### config.mk
export PLATFORM = sky130hd
export DESIGN_NAME = processor
export DESIGN_NICKNAME = d
export VERILOG_FILES = /design/src/design/cpu_pkg.sv /design/src/design/alu.sv /design/src/design/reg_file.sv /design/src/design/fetch_unit.sv /design/src/design/decode_unit.sv /design/src/design/execute_unit.sv /design/src/design/memory_writeback.sv /design/src/design/processor.sv
export VERILOG_INCLUDE_DIRS = /design/src /design/src/design
export SDC_FILE = /design/constraint.sdc
export NUM_CORES = 2
export LEC_CHECK = 0
export ABC_AREA = 1
export BUFFER_PORTS_ARGS = -buffer_cell sky130_fd_sc_hd__buf_2
export CORE_MARGIN = 10
export CORE_UTILIZATION = 50
export DETAILED_ROUTE_END_ITERATION = 7
export GPL_TIMING_DRIVEN = 1
export HOLD_SLACK_MARGIN = 0.02
export PLACE_DENSITY = 0.64
export SKIP_CTS_REPAIR_TIMING = 1
export SYNTH_ARGS = -nofsm -noshare
export SYNTH_HDL_FRONTEND = slang
export SYNTH_SLANG_ARGS = --single-unit
### constraint.sdc
create_clock -name clock -period 14.9 [get_ports clock]
set_input_delay 1.49 -clock clock [delete_from_list [all_inputs] [get_ports clock]]
set_output_delay 1.49 -clock clock [all_outputs]
set_load 0.01 [all_outputs]
### src/design/cpu_settings.svh
// -------------------------------------------------------------------------
// CPU core settings
// Widths, opcodes, ALU op codes and fixed register numbers
// -------------------------------------------------------------------------
`ifndef CPU_SETTINGS_SVH
`define CPU_SETTINGS_SVH

// Datapath
`define WORD_BITS      32   // Data and address width
`define REG_ADDR_BITS  5    // Register number width

// Opcodes, bits 31:27 of every instruction
`define OPC_RTYPE  5'b00000
`define OPC_J      5'b00001
`define OPC_BNE    5'b00010
`define OPC_JAL    5'b00011
`define OPC_JR     5'b00100
`define OPC_ADDI   5'b00101
`define OPC_BLT    5'b00110
`define OPC_SW     5'b00111
`define OPC_LW     5'b01000

// ALU op codes, R-type aluop field
`define ALU_ADD  5'b00000
`define ALU_SUB  5'b00001
`define ALU_AND  5'b00010
`define ALU_OR   5'b00011
`define ALU_SLL  5'b00100
`define ALU_SRA  5'b00101

// Link register for jal
`define LINK_REG  5'd31

`endif

### src/design/cpu_pkg.sv
// -------------------------------------------------------------------------
// CPU core package
// Instruction word type with its R, I and J views
// -------------------------------------------------------------------------
`default_nettype none

`include "cpu_settings.svh"

package cpu_pkg;

    // One 32-bit word, three decodes of the same bits
    typedef union packed {
        struct packed {
            logic [4:0]                opcode;
            logic [`REG_ADDR_BITS-1:0] rd;      // Destination
            logic [`REG_ADDR_BITS-1:0] rs;      // Source A
            logic [`REG_ADDR_BITS-1:0] rt;      // Source B
            logic [4:0]                shamt;
            logic [4:0]                aluop;
            logic [1:0]                unused;
        } r;
        struct packed {
            logic [4:0]                opcode;
            logic [`REG_ADDR_BITS-1:0] rd;      // Dest, or store/branch operand
            logic [`REG_ADDR_BITS-1:0] rs;      // Base or compare operand
            logic [16:0]               immediate; // Signed
        } i;
        struct packed {
            logic [4:0]  opcode;
            logic [26:0] target;                // Absolute word address
        } j;
    } instr_t;

endpackage

`default_nettype wire

### src/design/alu.sv
// -------------------------------------------------------------------------
// ALU with add, sub, and, or, sll, sra and compare flags
// -------------------------------------------------------------------------
`timescale 1ns/1ns
`default_nettype none

`include "cpu_settings.svh"

module alu (
    input  logic [`WORD_BITS-1:0] a,
    input  logic [`WORD_BITS-1:0] b,
    input  logic [4:0]            op,
    input  logic [4:0]            shamt,      // Shifts move A only
    output logic [`WORD_BITS-1:0] result,
    output logic                  neq,        // A != B
    output logic                  lt          // Signed A < B
);

    always_comb begin
        case (op)
            `ALU_ADD: result = a + b;
            `ALU_SUB: result = a - b;
            `ALU_AND: result = a & b;
            `ALU_OR:  result = a | b;
            `ALU_SLL: result = a << shamt;
            `ALU_SRA: result = $signed(a) >>> shamt;
            default:  result = '0;
        endcase
    end

    // Flags ignore op
    assign neq = (a != b);
    assign lt  = ($signed(a) < $signed(b));

endmodule

`default_nettype wire

### src/design/reg_file.sv
// -------------------------------------------------------------------------
// Register file, 32 by 32 bits
// Two combinational reads with write bypass, r0 fixed at zero
// -------------------------------------------------------------------------
`timescale 1ns/1ns
`default_nettype none

`include "cpu_settings.svh"

module reg_file (
    input  logic                      clock,
    input  logic                      rst,
    input  logic                      we,
    input  logic [`REG_ADDR_BITS-1:0] wr_reg,
    input  logic [`WORD_BITS-1:0]     wr_data,
    input  logic [`REG_ADDR_BITS-1:0] rd_a_reg,
    input  logic [`REG_ADDR_BITS-1:0] rd_b_reg,
    output logic [`WORD_BITS-1:0]     rd_a,
    output logic [`WORD_BITS-1:0]     rd_b
);

    logic [`WORD_BITS-1:0] regs [2**`REG_ADDR_BITS];

    // Same-cycle write shows through
    function automatic logic [`WORD_BITS-1:0] read_port(
        input logic [`REG_ADDR_BITS-1:0] sel
    );
        if (sel == '0)
            return '0;
        if (we && (sel == wr_reg))
            return wr_data;
        return regs[sel];
    endfunction

    assign rd_a = read_port(rd_a_reg);
    assign rd_b = read_port(rd_b_reg);

    always_ff @(posedge clock) begin
        if (rst) begin
            for (int i = 0; i < 2**`REG_ADDR_BITS; i++)
                regs[i] <= '0;
        end else if (we && (wr_reg != '0)) begin
            regs[wr_reg] <= wr_data;
        end
    end

endmodule

`default_nettype wire

### src/design/fetch_unit.sv
// -------------------------------------------------------------------------
// Fetch stage
// PC register, next-PC select and the FD pipeline register
// -------------------------------------------------------------------------
`timescale 1ns/1ns
`default_nettype none

`include "cpu_settings.svh"

module fetch_unit import cpu_pkg::*; (
    input  logic                  clock,
    input  logic                  rst,
    input  logic                  stall,         // Hold PC and FD
    input  logic                  take_jump,     // Redirect from execute
    input  logic [`WORD_BITS-1:0] jump_pc,
    output logic [`WORD_BITS-1:0] address_imem,
    input  logic [`WORD_BITS-1:0] q_imem,
    output logic [`WORD_BITS-1:0] fd_pc,         // PC+1 of the FD instruction
    output instr_t                fd_instr
);

    logic [`WORD_BITS-1:0] pc;
    logic [`WORD_BITS-1:0] pc_plus1;

    assign pc_plus1     = pc + 1'b1;
    assign address_imem = pc;

    // Jump beats stall; the two never coincide anyway
    always_ff @(posedge clock) begin
        if (rst) begin
            pc       <= '0;
            fd_pc    <= '0;
            fd_instr <= '0;
        end else if (take_jump) begin
            pc       <= jump_pc;
            fd_pc    <= pc_plus1;
            fd_instr <= '0;              // Squash the wrong-path fetch
        end else if (!stall) begin
            pc       <= pc_plus1;
            fd_pc    <= pc_plus1;
            fd_instr <= q_imem;
        end
    end

endmodule

`default_nettype wire

### src/design/decode_unit.sv
// -------------------------------------------------------------------------
// Decode stage
// Register read select, load-use stall and the DX pipeline register
// -------------------------------------------------------------------------
`timescale 1ns/1ns
`default_nettype none

`include "cpu_settings.svh"

module decode_unit import cpu_pkg::*; (
    input  logic                      clock,
    input  logic                      rst,
    input  logic [`WORD_BITS-1:0]     fd_pc,
    input  instr_t                    fd_instr,
    input  logic                      take_jump,
    input  logic                      is_jal,
    output logic [`REG_ADDR_BITS-1:0] rd_a_reg,   // Regfile port A select
    output logic [`REG_ADDR_BITS-1:0] rd_b_reg,   // Regfile port B select
    input  logic [`WORD_BITS-1:0]     rd_a,
    input  logic [`WORD_BITS-1:0]     rd_b,
    output logic                      stall,
    output logic [`WORD_BITS-1:0]     dx_pc,
    output logic [`WORD_BITS-1:0]     dx_a,
    output logic [`WORD_BITS-1:0]     dx_b,
    output instr_t                    dx_instr
);

    logic   link;                         // jal taken this cycle
    instr_t link_instr;                   // add r31 with A overridden

    // Unused ports read r0, so they never match a load below
    always_comb begin
        rd_a_reg = fd_instr.r.rs;
        rd_b_reg = '0;
        case (fd_instr.r.opcode)
            `OPC_RTYPE:                     rd_b_reg = fd_instr.r.rt;
            `OPC_SW, `OPC_BNE, `OPC_BLT:    rd_b_reg = fd_instr.i.rd;
            `OPC_JR:                        rd_a_reg = fd_instr.i.rd;
            `OPC_ADDI, `OPC_LW:             rd_b_reg = '0;
            default:                        rd_a_reg = '0;   // j, jal, nop
        endcase
    end

    // Load result not ready until MW
    assign stall = (dx_instr.i.opcode == `OPC_LW) && (dx_instr.i.rd != '0) &&
                   ((dx_instr.i.rd == rd_a_reg) || (dx_instr.i.rd == rd_b_reg));

    assign link = take_jump && is_jal;

    always_comb begin
        link_instr         = '0;
        link_instr.r.opcode = `OPC_RTYPE;
        link_instr.r.rd    = `LINK_REG;
        link_instr.r.aluop = `ALU_ADD;
    end

    always_ff @(posedge clock) begin
        if (rst) begin
            dx_pc    <= '0;
            dx_a     <= '0;
            dx_b     <= '0;
            dx_instr <= '0;
        end else begin
            dx_pc    <= fd_pc;
            dx_a     <= link ? dx_pc : rd_a;   // dx_pc is the jal's own PC+1
            dx_b     <= link ? '0 : rd_b;
            if (link)
                dx_instr <= link_instr;
            else if (stall || take_jump)
                dx_instr <= '0;               // Bubble
            else
                dx_instr <= fd_instr;
        end
    end

endmodule

`default_nettype wire

### src/design/execute_unit.sv
// -------------------------------------------------------------------------
// Execute stage
// Operand bypass, ALU, branch and jump resolution, XM pipeline register
// -------------------------------------------------------------------------
`timescale 1ns/1ns
`default_nettype none

`include "cpu_settings.svh"

module execute_unit import cpu_pkg::*; (
    input  logic                      clock,
    input  logic                      rst,
    input  logic [`WORD_BITS-1:0]     dx_pc,       // PC+1
    input  logic [`WORD_BITS-1:0]     dx_a,
    input  logic [`WORD_BITS-1:0]     dx_b,
    input  instr_t                    dx_instr,
    input  logic [`WORD_BITS-1:0]     wb_value,    // Writeback bypass
    input  logic [`REG_ADDR_BITS-1:0] wb_reg,
    input  logic                      wb_en,
    output logic                      take_jump,
    output logic [`WORD_BITS-1:0]     jump_pc,
    output logic                      is_jal,
    output logic [`WORD_BITS-1:0]     xm_value,
    output logic [`WORD_BITS-1:0]     xm_b,        // Store data
    output instr_t                    xm_instr
);

    logic [4:0]                opcode;
    logic [`WORD_BITS-1:0]     imm;
    logic [`REG_ADDR_BITS-1:0] src_a, src_b;
    logic                      xm_writes;          // XM result bound for regfile
    logic [`WORD_BITS-1:0]     op_a, op_b, alu_b, alu_result;
    logic [4:0]                alu_op;
    logic                      neq, lt, use_imm, branch_taken;

    // Newest producer first, r0 never bypassed
    function automatic logic [`WORD_BITS-1:0] bypass(
        input logic [`REG_ADDR_BITS-1:0] src,
        input logic [`WORD_BITS-1:0]     reg_val
    );
        if (src != '0 && xm_writes && (src == xm_instr.r.rd))
            return xm_value;
        if (src != '0 && wb_en && (src == wb_reg))
            return wb_value;
        return reg_val;
    endfunction

    assign opcode = dx_instr.r.opcode;
    assign imm    = {{(`WORD_BITS-17){dx_instr.i.immediate[16]}}, dx_instr.i.immediate};

    // Same source choice as decode
    assign src_a = (opcode == `OPC_JR) ? dx_instr.i.rd : dx_instr.r.rs;
    assign src_b = (opcode == `OPC_RTYPE) ? dx_instr.r.rt : dx_instr.i.rd;

    // Loads in XM hold an address, the stall covers them
    assign xm_writes = (xm_instr.r.opcode == `OPC_RTYPE) ||
                       (xm_instr.r.opcode == `OPC_ADDI);

    assign op_a    = bypass(src_a, dx_a);
    assign op_b    = bypass(src_b, dx_b);
    assign use_imm = (opcode == `OPC_ADDI) || (opcode == `OPC_LW) || (opcode == `OPC_SW);
    assign alu_b   = use_imm ? imm : op_b;
    assign alu_op  = (opcode == `OPC_RTYPE) ? dx_instr.r.aluop : `ALU_ADD;

    alu alu_i (
        .a      (op_a),
        .b      (alu_b),
        .op     (alu_op),
        .shamt  (dx_instr.r.shamt),
        .result (alu_result),
        .neq,
        .lt
    );

    // A is rs, B is rd; blt wants rd < rs
    assign branch_taken = ((opcode == `OPC_BNE) && neq) ||
                          ((opcode == `OPC_BLT) && neq && !lt);

    assign is_jal    = (opcode == `OPC_JAL);
    assign take_jump = branch_taken || is_jal || (opcode == `OPC_J) ||
                       (opcode == `OPC_JR);

    always_comb begin
        case (opcode)
            `OPC_J, `OPC_JAL: jump_pc = {{(`WORD_BITS-27){1'b0}}, dx_instr.j.target};
            `OPC_JR:          jump_pc = op_a;
            default:          jump_pc = dx_pc + imm;   // PC+1+imm
        endcase
    end

    always_ff @(posedge clock) begin
        if (rst) begin
            xm_value <= '0;
            xm_b     <= '0;
            xm_instr <= '0;
        end else begin
            xm_value <= alu_result;
            xm_b     <= op_b;
            xm_instr <= (take_jump && !is_jal) ? '0 : dx_instr;
        end
    end

endmodule

`default_nettype wire

### src/design/memory_writeback.sv
// -------------------------------------------------------------------------
// Memory and writeback stages
// Store control, MW pipeline register and the regfile write port
// -------------------------------------------------------------------------
`timescale 1ns/1ns
`default_nettype none

`include "cpu_settings.svh"

module memory_writeback import cpu_pkg::*; (
    input  logic                      clock,
    input  logic                      rst,
    input  logic [`WORD_BITS-1:0]     xm_value,     // ALU result or address
    input  logic [`WORD_BITS-1:0]     xm_b,
    input  instr_t                    xm_instr,
    output logic [`WORD_BITS-1:0]     address_dmem,
    output logic [`WORD_BITS-1:0]     data,
    output logic                      wren,
    input  logic [`WORD_BITS-1:0]     q_dmem,
    output logic                      wb_en,
    output logic [`REG_ADDR_BITS-1:0] wb_reg,
    output logic [`WORD_BITS-1:0]     wb_value
);

    logic [`WORD_BITS-1:0] mw_value;
    logic [`WORD_BITS-1:0] mw_mem;              // Load data
    instr_t                mw_instr;
    logic                  mw_is_lw;

    // ---------------------------------------------------------------------
    // Memory stage
    // ---------------------------------------------------------------------
    assign address_dmem = xm_value;
    assign wren         = (xm_instr.i.opcode == `OPC_SW);
    // wb_en is never set for r0
    assign data = (wb_en && (wb_reg == xm_instr.i.rd)) ? wb_value : xm_b;

    always_ff @(posedge clock) begin
        if (rst) begin
            mw_value <= '0;
            mw_mem   <= '0;
            mw_instr <= '0;
        end else begin
            mw_value <= xm_value;
            mw_mem   <= q_dmem;
            mw_instr <= xm_instr;
        end
    end

    // ---------------------------------------------------------------------
    // Writeback stage
    // ---------------------------------------------------------------------
    assign mw_is_lw = (mw_instr.i.opcode == `OPC_LW);
    assign wb_reg   = mw_instr.i.rd;
    assign wb_value = mw_is_lw ? mw_mem : mw_value;
    assign wb_en    = (wb_reg != '0) &&
                      (mw_is_lw || (mw_instr.i.opcode == `OPC_RTYPE) ||
                       (mw_instr.i.opcode == `OPC_ADDI));

endmodule

`default_nettype wire

### src/design/processor.sv
// -------------------------------------------------------------------------
// Five-stage pipelined CPU core
// Fetch, decode, execute, memory and writeback with an internal regfile
// -------------------------------------------------------------------------
`timescale 1ns/1ns
`default_nettype none

`include "cpu_settings.svh"

module processor import cpu_pkg::*; (
    input  logic                  clock,         // Master clock
    input  logic                  rst,           // Sync reset, active high
    // Instruction memory, combinational read
    output logic [`WORD_BITS-1:0] address_imem,
    input  logic [`WORD_BITS-1:0] q_imem,
    // Data memory, combinational read, write on rising edge
    output logic [`WORD_BITS-1:0] address_dmem,
    output logic [`WORD_BITS-1:0] data,          // Store data
    output logic                  wren,          // One strobe per store
    input  logic [`WORD_BITS-1:0] q_dmem
);

    // FD stage
    logic [`WORD_BITS-1:0]     fd_pc;
    instr_t                    fd_instr;
    // DX stage and register reads
    logic [`WORD_BITS-1:0]     dx_pc, dx_a, dx_b;
    instr_t                    dx_instr;
    logic [`REG_ADDR_BITS-1:0] rd_a_reg, rd_b_reg;
    logic [`WORD_BITS-1:0]     rd_a, rd_b;
    logic                      stall;            // Load-use hazard
    // Execute control back to the front end
    logic                      take_jump, is_jal;
    logic [`WORD_BITS-1:0]     jump_pc;
    // XM stage
    logic [`WORD_BITS-1:0]     xm_value, xm_b;
    instr_t                    xm_instr;
    // Writeback
    logic                      wb_en;
    logic [`REG_ADDR_BITS-1:0] wb_reg;
    logic [`WORD_BITS-1:0]     wb_value;

    fetch_unit fetch_i (
        .clock, .rst, .stall, .take_jump, .jump_pc,
        .address_imem, .q_imem, .fd_pc, .fd_instr
    );

    decode_unit decode_i (
        .clock, .rst, .fd_pc, .fd_instr, .take_jump, .is_jal,
        .rd_a_reg, .rd_b_reg, .rd_a, .rd_b, .stall,
        .dx_pc, .dx_a, .dx_b, .dx_instr
    );

    reg_file reg_file_i (
        .clock, .rst,
        .we      (wb_en),
        .wr_reg  (wb_reg),
        .wr_data (wb_value),
        .rd_a_reg, .rd_b_reg, .rd_a, .rd_b
    );

    execute_unit execute_i (
        .clock, .rst, .dx_pc, .dx_a, .dx_b, .dx_instr,
        .wb_value, .wb_reg, .wb_en,
        .take_jump, .jump_pc, .is_jal,
        .xm_value, .xm_b, .xm_instr
    );

    memory_writeback mem_wb_i (
        .clock, .rst, .xm_value, .xm_b, .xm_instr,
        .address_dmem, .data, .wren, .q_dmem,
        .wb_en, .wb_reg, .wb_value
    );

endmodule

`default_nettype wire

==> results.cfg <==
[timing]
slew_headroom = 0.137
fin_setup_tns_ns = 0
skew_ns = 0.0613
rsz0062_at_grt = no
finalMaxSlewViolations = 0
fin_crit_ns = 8.16
max_freq_ghz = 0.123
layout_worst_path_cycle_share = 0.548
hold_viol = 0
holdWs_ns = 0.416
worst_slew_pin_slew_ns = 1.28
setup_violations = 0

[clock_tree]
htree_levels = 4
insertion_delay_ns = 0.85
cts_root_buf = clkbuf_16
cts_max_path_buffers = 3
cts.sinks = 1396
cts_buffers = 154
clkTransAtPathRegs_ns = 0.06
tritoncts = yes

[logic_synthesis]
seq_area_frac_synth = 0.474
yosys_warnings = 0
synth_common_cells = nor2_1 (2043), nand2_1 (1566), o21ai_0 (1130)
synth_top_area_cell = edfxtp_1
synth_flop_cell = edfxtp_1
synthTopCellsByArea = edfxtp_1 (38%), nor2_1 (9.5%), dfxtp_1 (9.2%)
netlist_instances = 10300
yosys.cell_count.top_type = nor2_1
synthMuxAreaShare = 0.00174
yosysTopAreaCellShare = 0.382
avgSynthCellArea_um2 = 7.81
ys_seq_elements = 1396
synth_compound_area_frac = 0.175
synth-xor-area-share = 0.00717
async_flop_share = 0
synthAdderAreaFrac = 0.0206
synthSimpleGateAreaFrac = 0.240
synth_cell_types = 68
synth_edf_count = 1024
synth_area_um2 = 80600
synth_top_family_by_area = simple AND/OR/NAND/NOR gates

[worst_setup_path]
cp_data_arrival_time_ns = 8.86
cp.required_ns = 15.61
slowest_stage = nand2_1
critPathMaxFanout = 39
endpoint_kind = register
crit_path_start_kind = register
slowest_delay_ns = 0.74
cpMostUsedCell = nand2_1
critical_path_class = register to register

[pwr]
internal-power_mw = 7.79
leakage_nw = 33.8
vdd_ir_drop_max_mv = 0.131
finalPower_mw = 13.7
p_seq_frac = 0.339
p_per_area_nw_per_um2 = 156
clock_power_share = 0.280
p_sw_mw = 5.93
swShare = 0.433
p_comb_frac = 0.381

[die]
die_y_um = 421
die_area_um2 = 178000
start_util = 0.502
io_pins = 163
core_area_um2 = 160000
rows = 147
die_x_um = 421

[drt]
via_count = 79300
drtIter0Drc = 13200
route.final.wire_length_mm = 375
avgRoutedWirePerCell_um = 30.5
drc = 2
viasPerCell = 6.44
drtAntennaViolNets = 0
firstDrtPassIters = 8

[finish]
stdcell_area_um2 = 88000
fillers = 15100
layout-drive-gt1-share = 0.0794
areaGrowthSynthToFinish_pct = 9.26
final_nets = 10200

[placement]
dpl_cell_area_um2 = 83100
gp_congestion = 1.05
hpwl_mm = 243
io_buffers = 162

[global_routing]
grt_use_total = 0.402
antenna_found_initial = 7
grt_pass1_wl_mm = 526
grt_pass1_vias = 72600
grt_overflow = 0
grt_max_degree = 183

[outcome]
failed_checks = design-rule violations
status = complete, but fails checks

[flow_run]
drv_cap = 0

[hold_path]
hp-class = register to register
power groups by stage:
stage          clock network (mW)  logic [mW]  registers [mW]
3_3_place_gp                    0        4.97            4.71
4_1_cts                      3.85        4.98            4.63
2_1_floorplan                   0        2.92            4.59
3_5_place_dp                    0        4.96            4.71
5_1_grt                      4.00        5.46            4.65
6_report                     3.85        5.23            4.64
flip-flops by register name (all words and copies together) (netlist names):
name,flops
decode_i.dx_instr,32
execute_i.xm_instr,10
mem_wb_i.mw_instr,10
fetch_i.address_imem,32
execute_i.xm_b,32
decode_i.dx_a,32
fetch_i.fd_pc,32
reg_file_i.regs,1024
mem_wb_i.mw_mem,32
execute_i.xm_value,32
decode_i.dx_b,32
fetch_i.fd_instr,32
decode_i.dx_pc,32
mem_wb_i.mw_value,32
cells in the final DEF, fill, tap and decap left out, types with 10 or more instances in the layout:
cell       count
a21o_1        10
o221ai_1     202
xor2_1        57
clkinv_2      24
nor4_1        16
dfxtp_1      369
edfxtp_1    1024
o211ai_1      99
or2_2         39
a31oi_1       30
mux2i_4       14
nand3_2       46
o21ai_1      100
a221oi_1     151
clkbuf_16    159
o22ai_1       93
nor2_1      2037
nor3_1        55
o21ai_4       22
buf_2        161
ha_1         128
nand2_2       11
inv_1        806
a21oi_1      383
clkinv_1      30
conb_1        32
o21ai_0     1129
buf_4        194
nand2_1     1563
a211oi_1      99
inv_2         23
nand3_1      789
clkbuf_1      23
nand4_1       58
worst max-delay path: cells and delay by family, from the launching register on:
kind,cells,cell delay (ns)
buffers and inverters,4,1.08
AO/OA/AOI/OAI,6,1.75
adder cells (fa/ha/maj),2,0.79
flip-flops,1,0.43
AND/OR/NAND/NOR,16,3.92
per-stage QoR:
| stage | setup WS (ns) | std cells | util |
|---|---|---|---|
| floorplan | 9.99 | 10300 | - |
| global placement | 7.07 | 12000 | 0.518 |
| detailed placement | 6.90 | 12000 | 0.518 |
| CTS | 6.86 | 12300 | 0.549 |
| global route | 6.32 | 12300 | 0.549 |
| finish | 6.74 | 12300 | 0.549 |
cell families (layout without fill, tap and decap cells):
family / count (synthesis) / in the layout
AO/OA/AOI/OAI: 2376 / 2376
other: 1 / 37
XOR/XNOR: 66 / 66
flip-flops: 1396 / 1396
multiplexers: 14 / 14
adder cells (fa/ha/maj): 131 / 131
AND/OR/NAND/NOR: 4660 / 4660
buffers and inverters: 1672 / 1478
worst paths after layout:
kind / start / endpoint / slack, ns / cells after the start
worst max-delay path: decode_i.dx_instr[31]$_SDFF_PP0_ / fetch_i.fd_instr[21]$_SDFFE_PP0N_ / 6.74 / 28
worst min-delay path: fetch_i.fd_instr[5]$_SDFFE_PP0N_ / decode_i.dx_instr[5]$_SDFF_PP0_ / 0.42 / 2
worst max register to register: decode_i.dx_instr[31]$_SDFF_PP0_ / fetch_i.fd_instr[21]$_SDFFE_PP0N_ / 6.74 / 28
worst min register to register: fetch_i.fd_instr[5]$_SDFFE_PP0N_ / decode_i.dx_instr[5]$_SDFF_PP0_ / 0.42 / 2
area by class of cell:
type,instances,area (µm²),area share
Sequential cell,1396,38200,0.434
Multi-Input combinational cell,7279,36500,0.415
Clock buffer,191,4190,0.0476
Inverter,842,3190,0.0362
Tap cell,2160,2700,0.0307
Timing Repair Buffer,365,2460,0.0279
Clock inverter,80,766,0.00870
Antenna cell,5,12.5,0.000142
layer usage:
| layer | GRT usage | routed length, µm | vias up |
|---|---|---|---|
| met5 | 0 | 62 | - |
| met4 | 0.286 | 32300 | 4 |
| met3 | 0.117 | 49700 | 1124 |
| met2 | 0.589 | 158000 | 5972 |
| met1 | 0.507 | 135000 | 37600 |
| li1 | - | - | 34600 |
No activity file was read; power rests on OpenSTA's default activity.
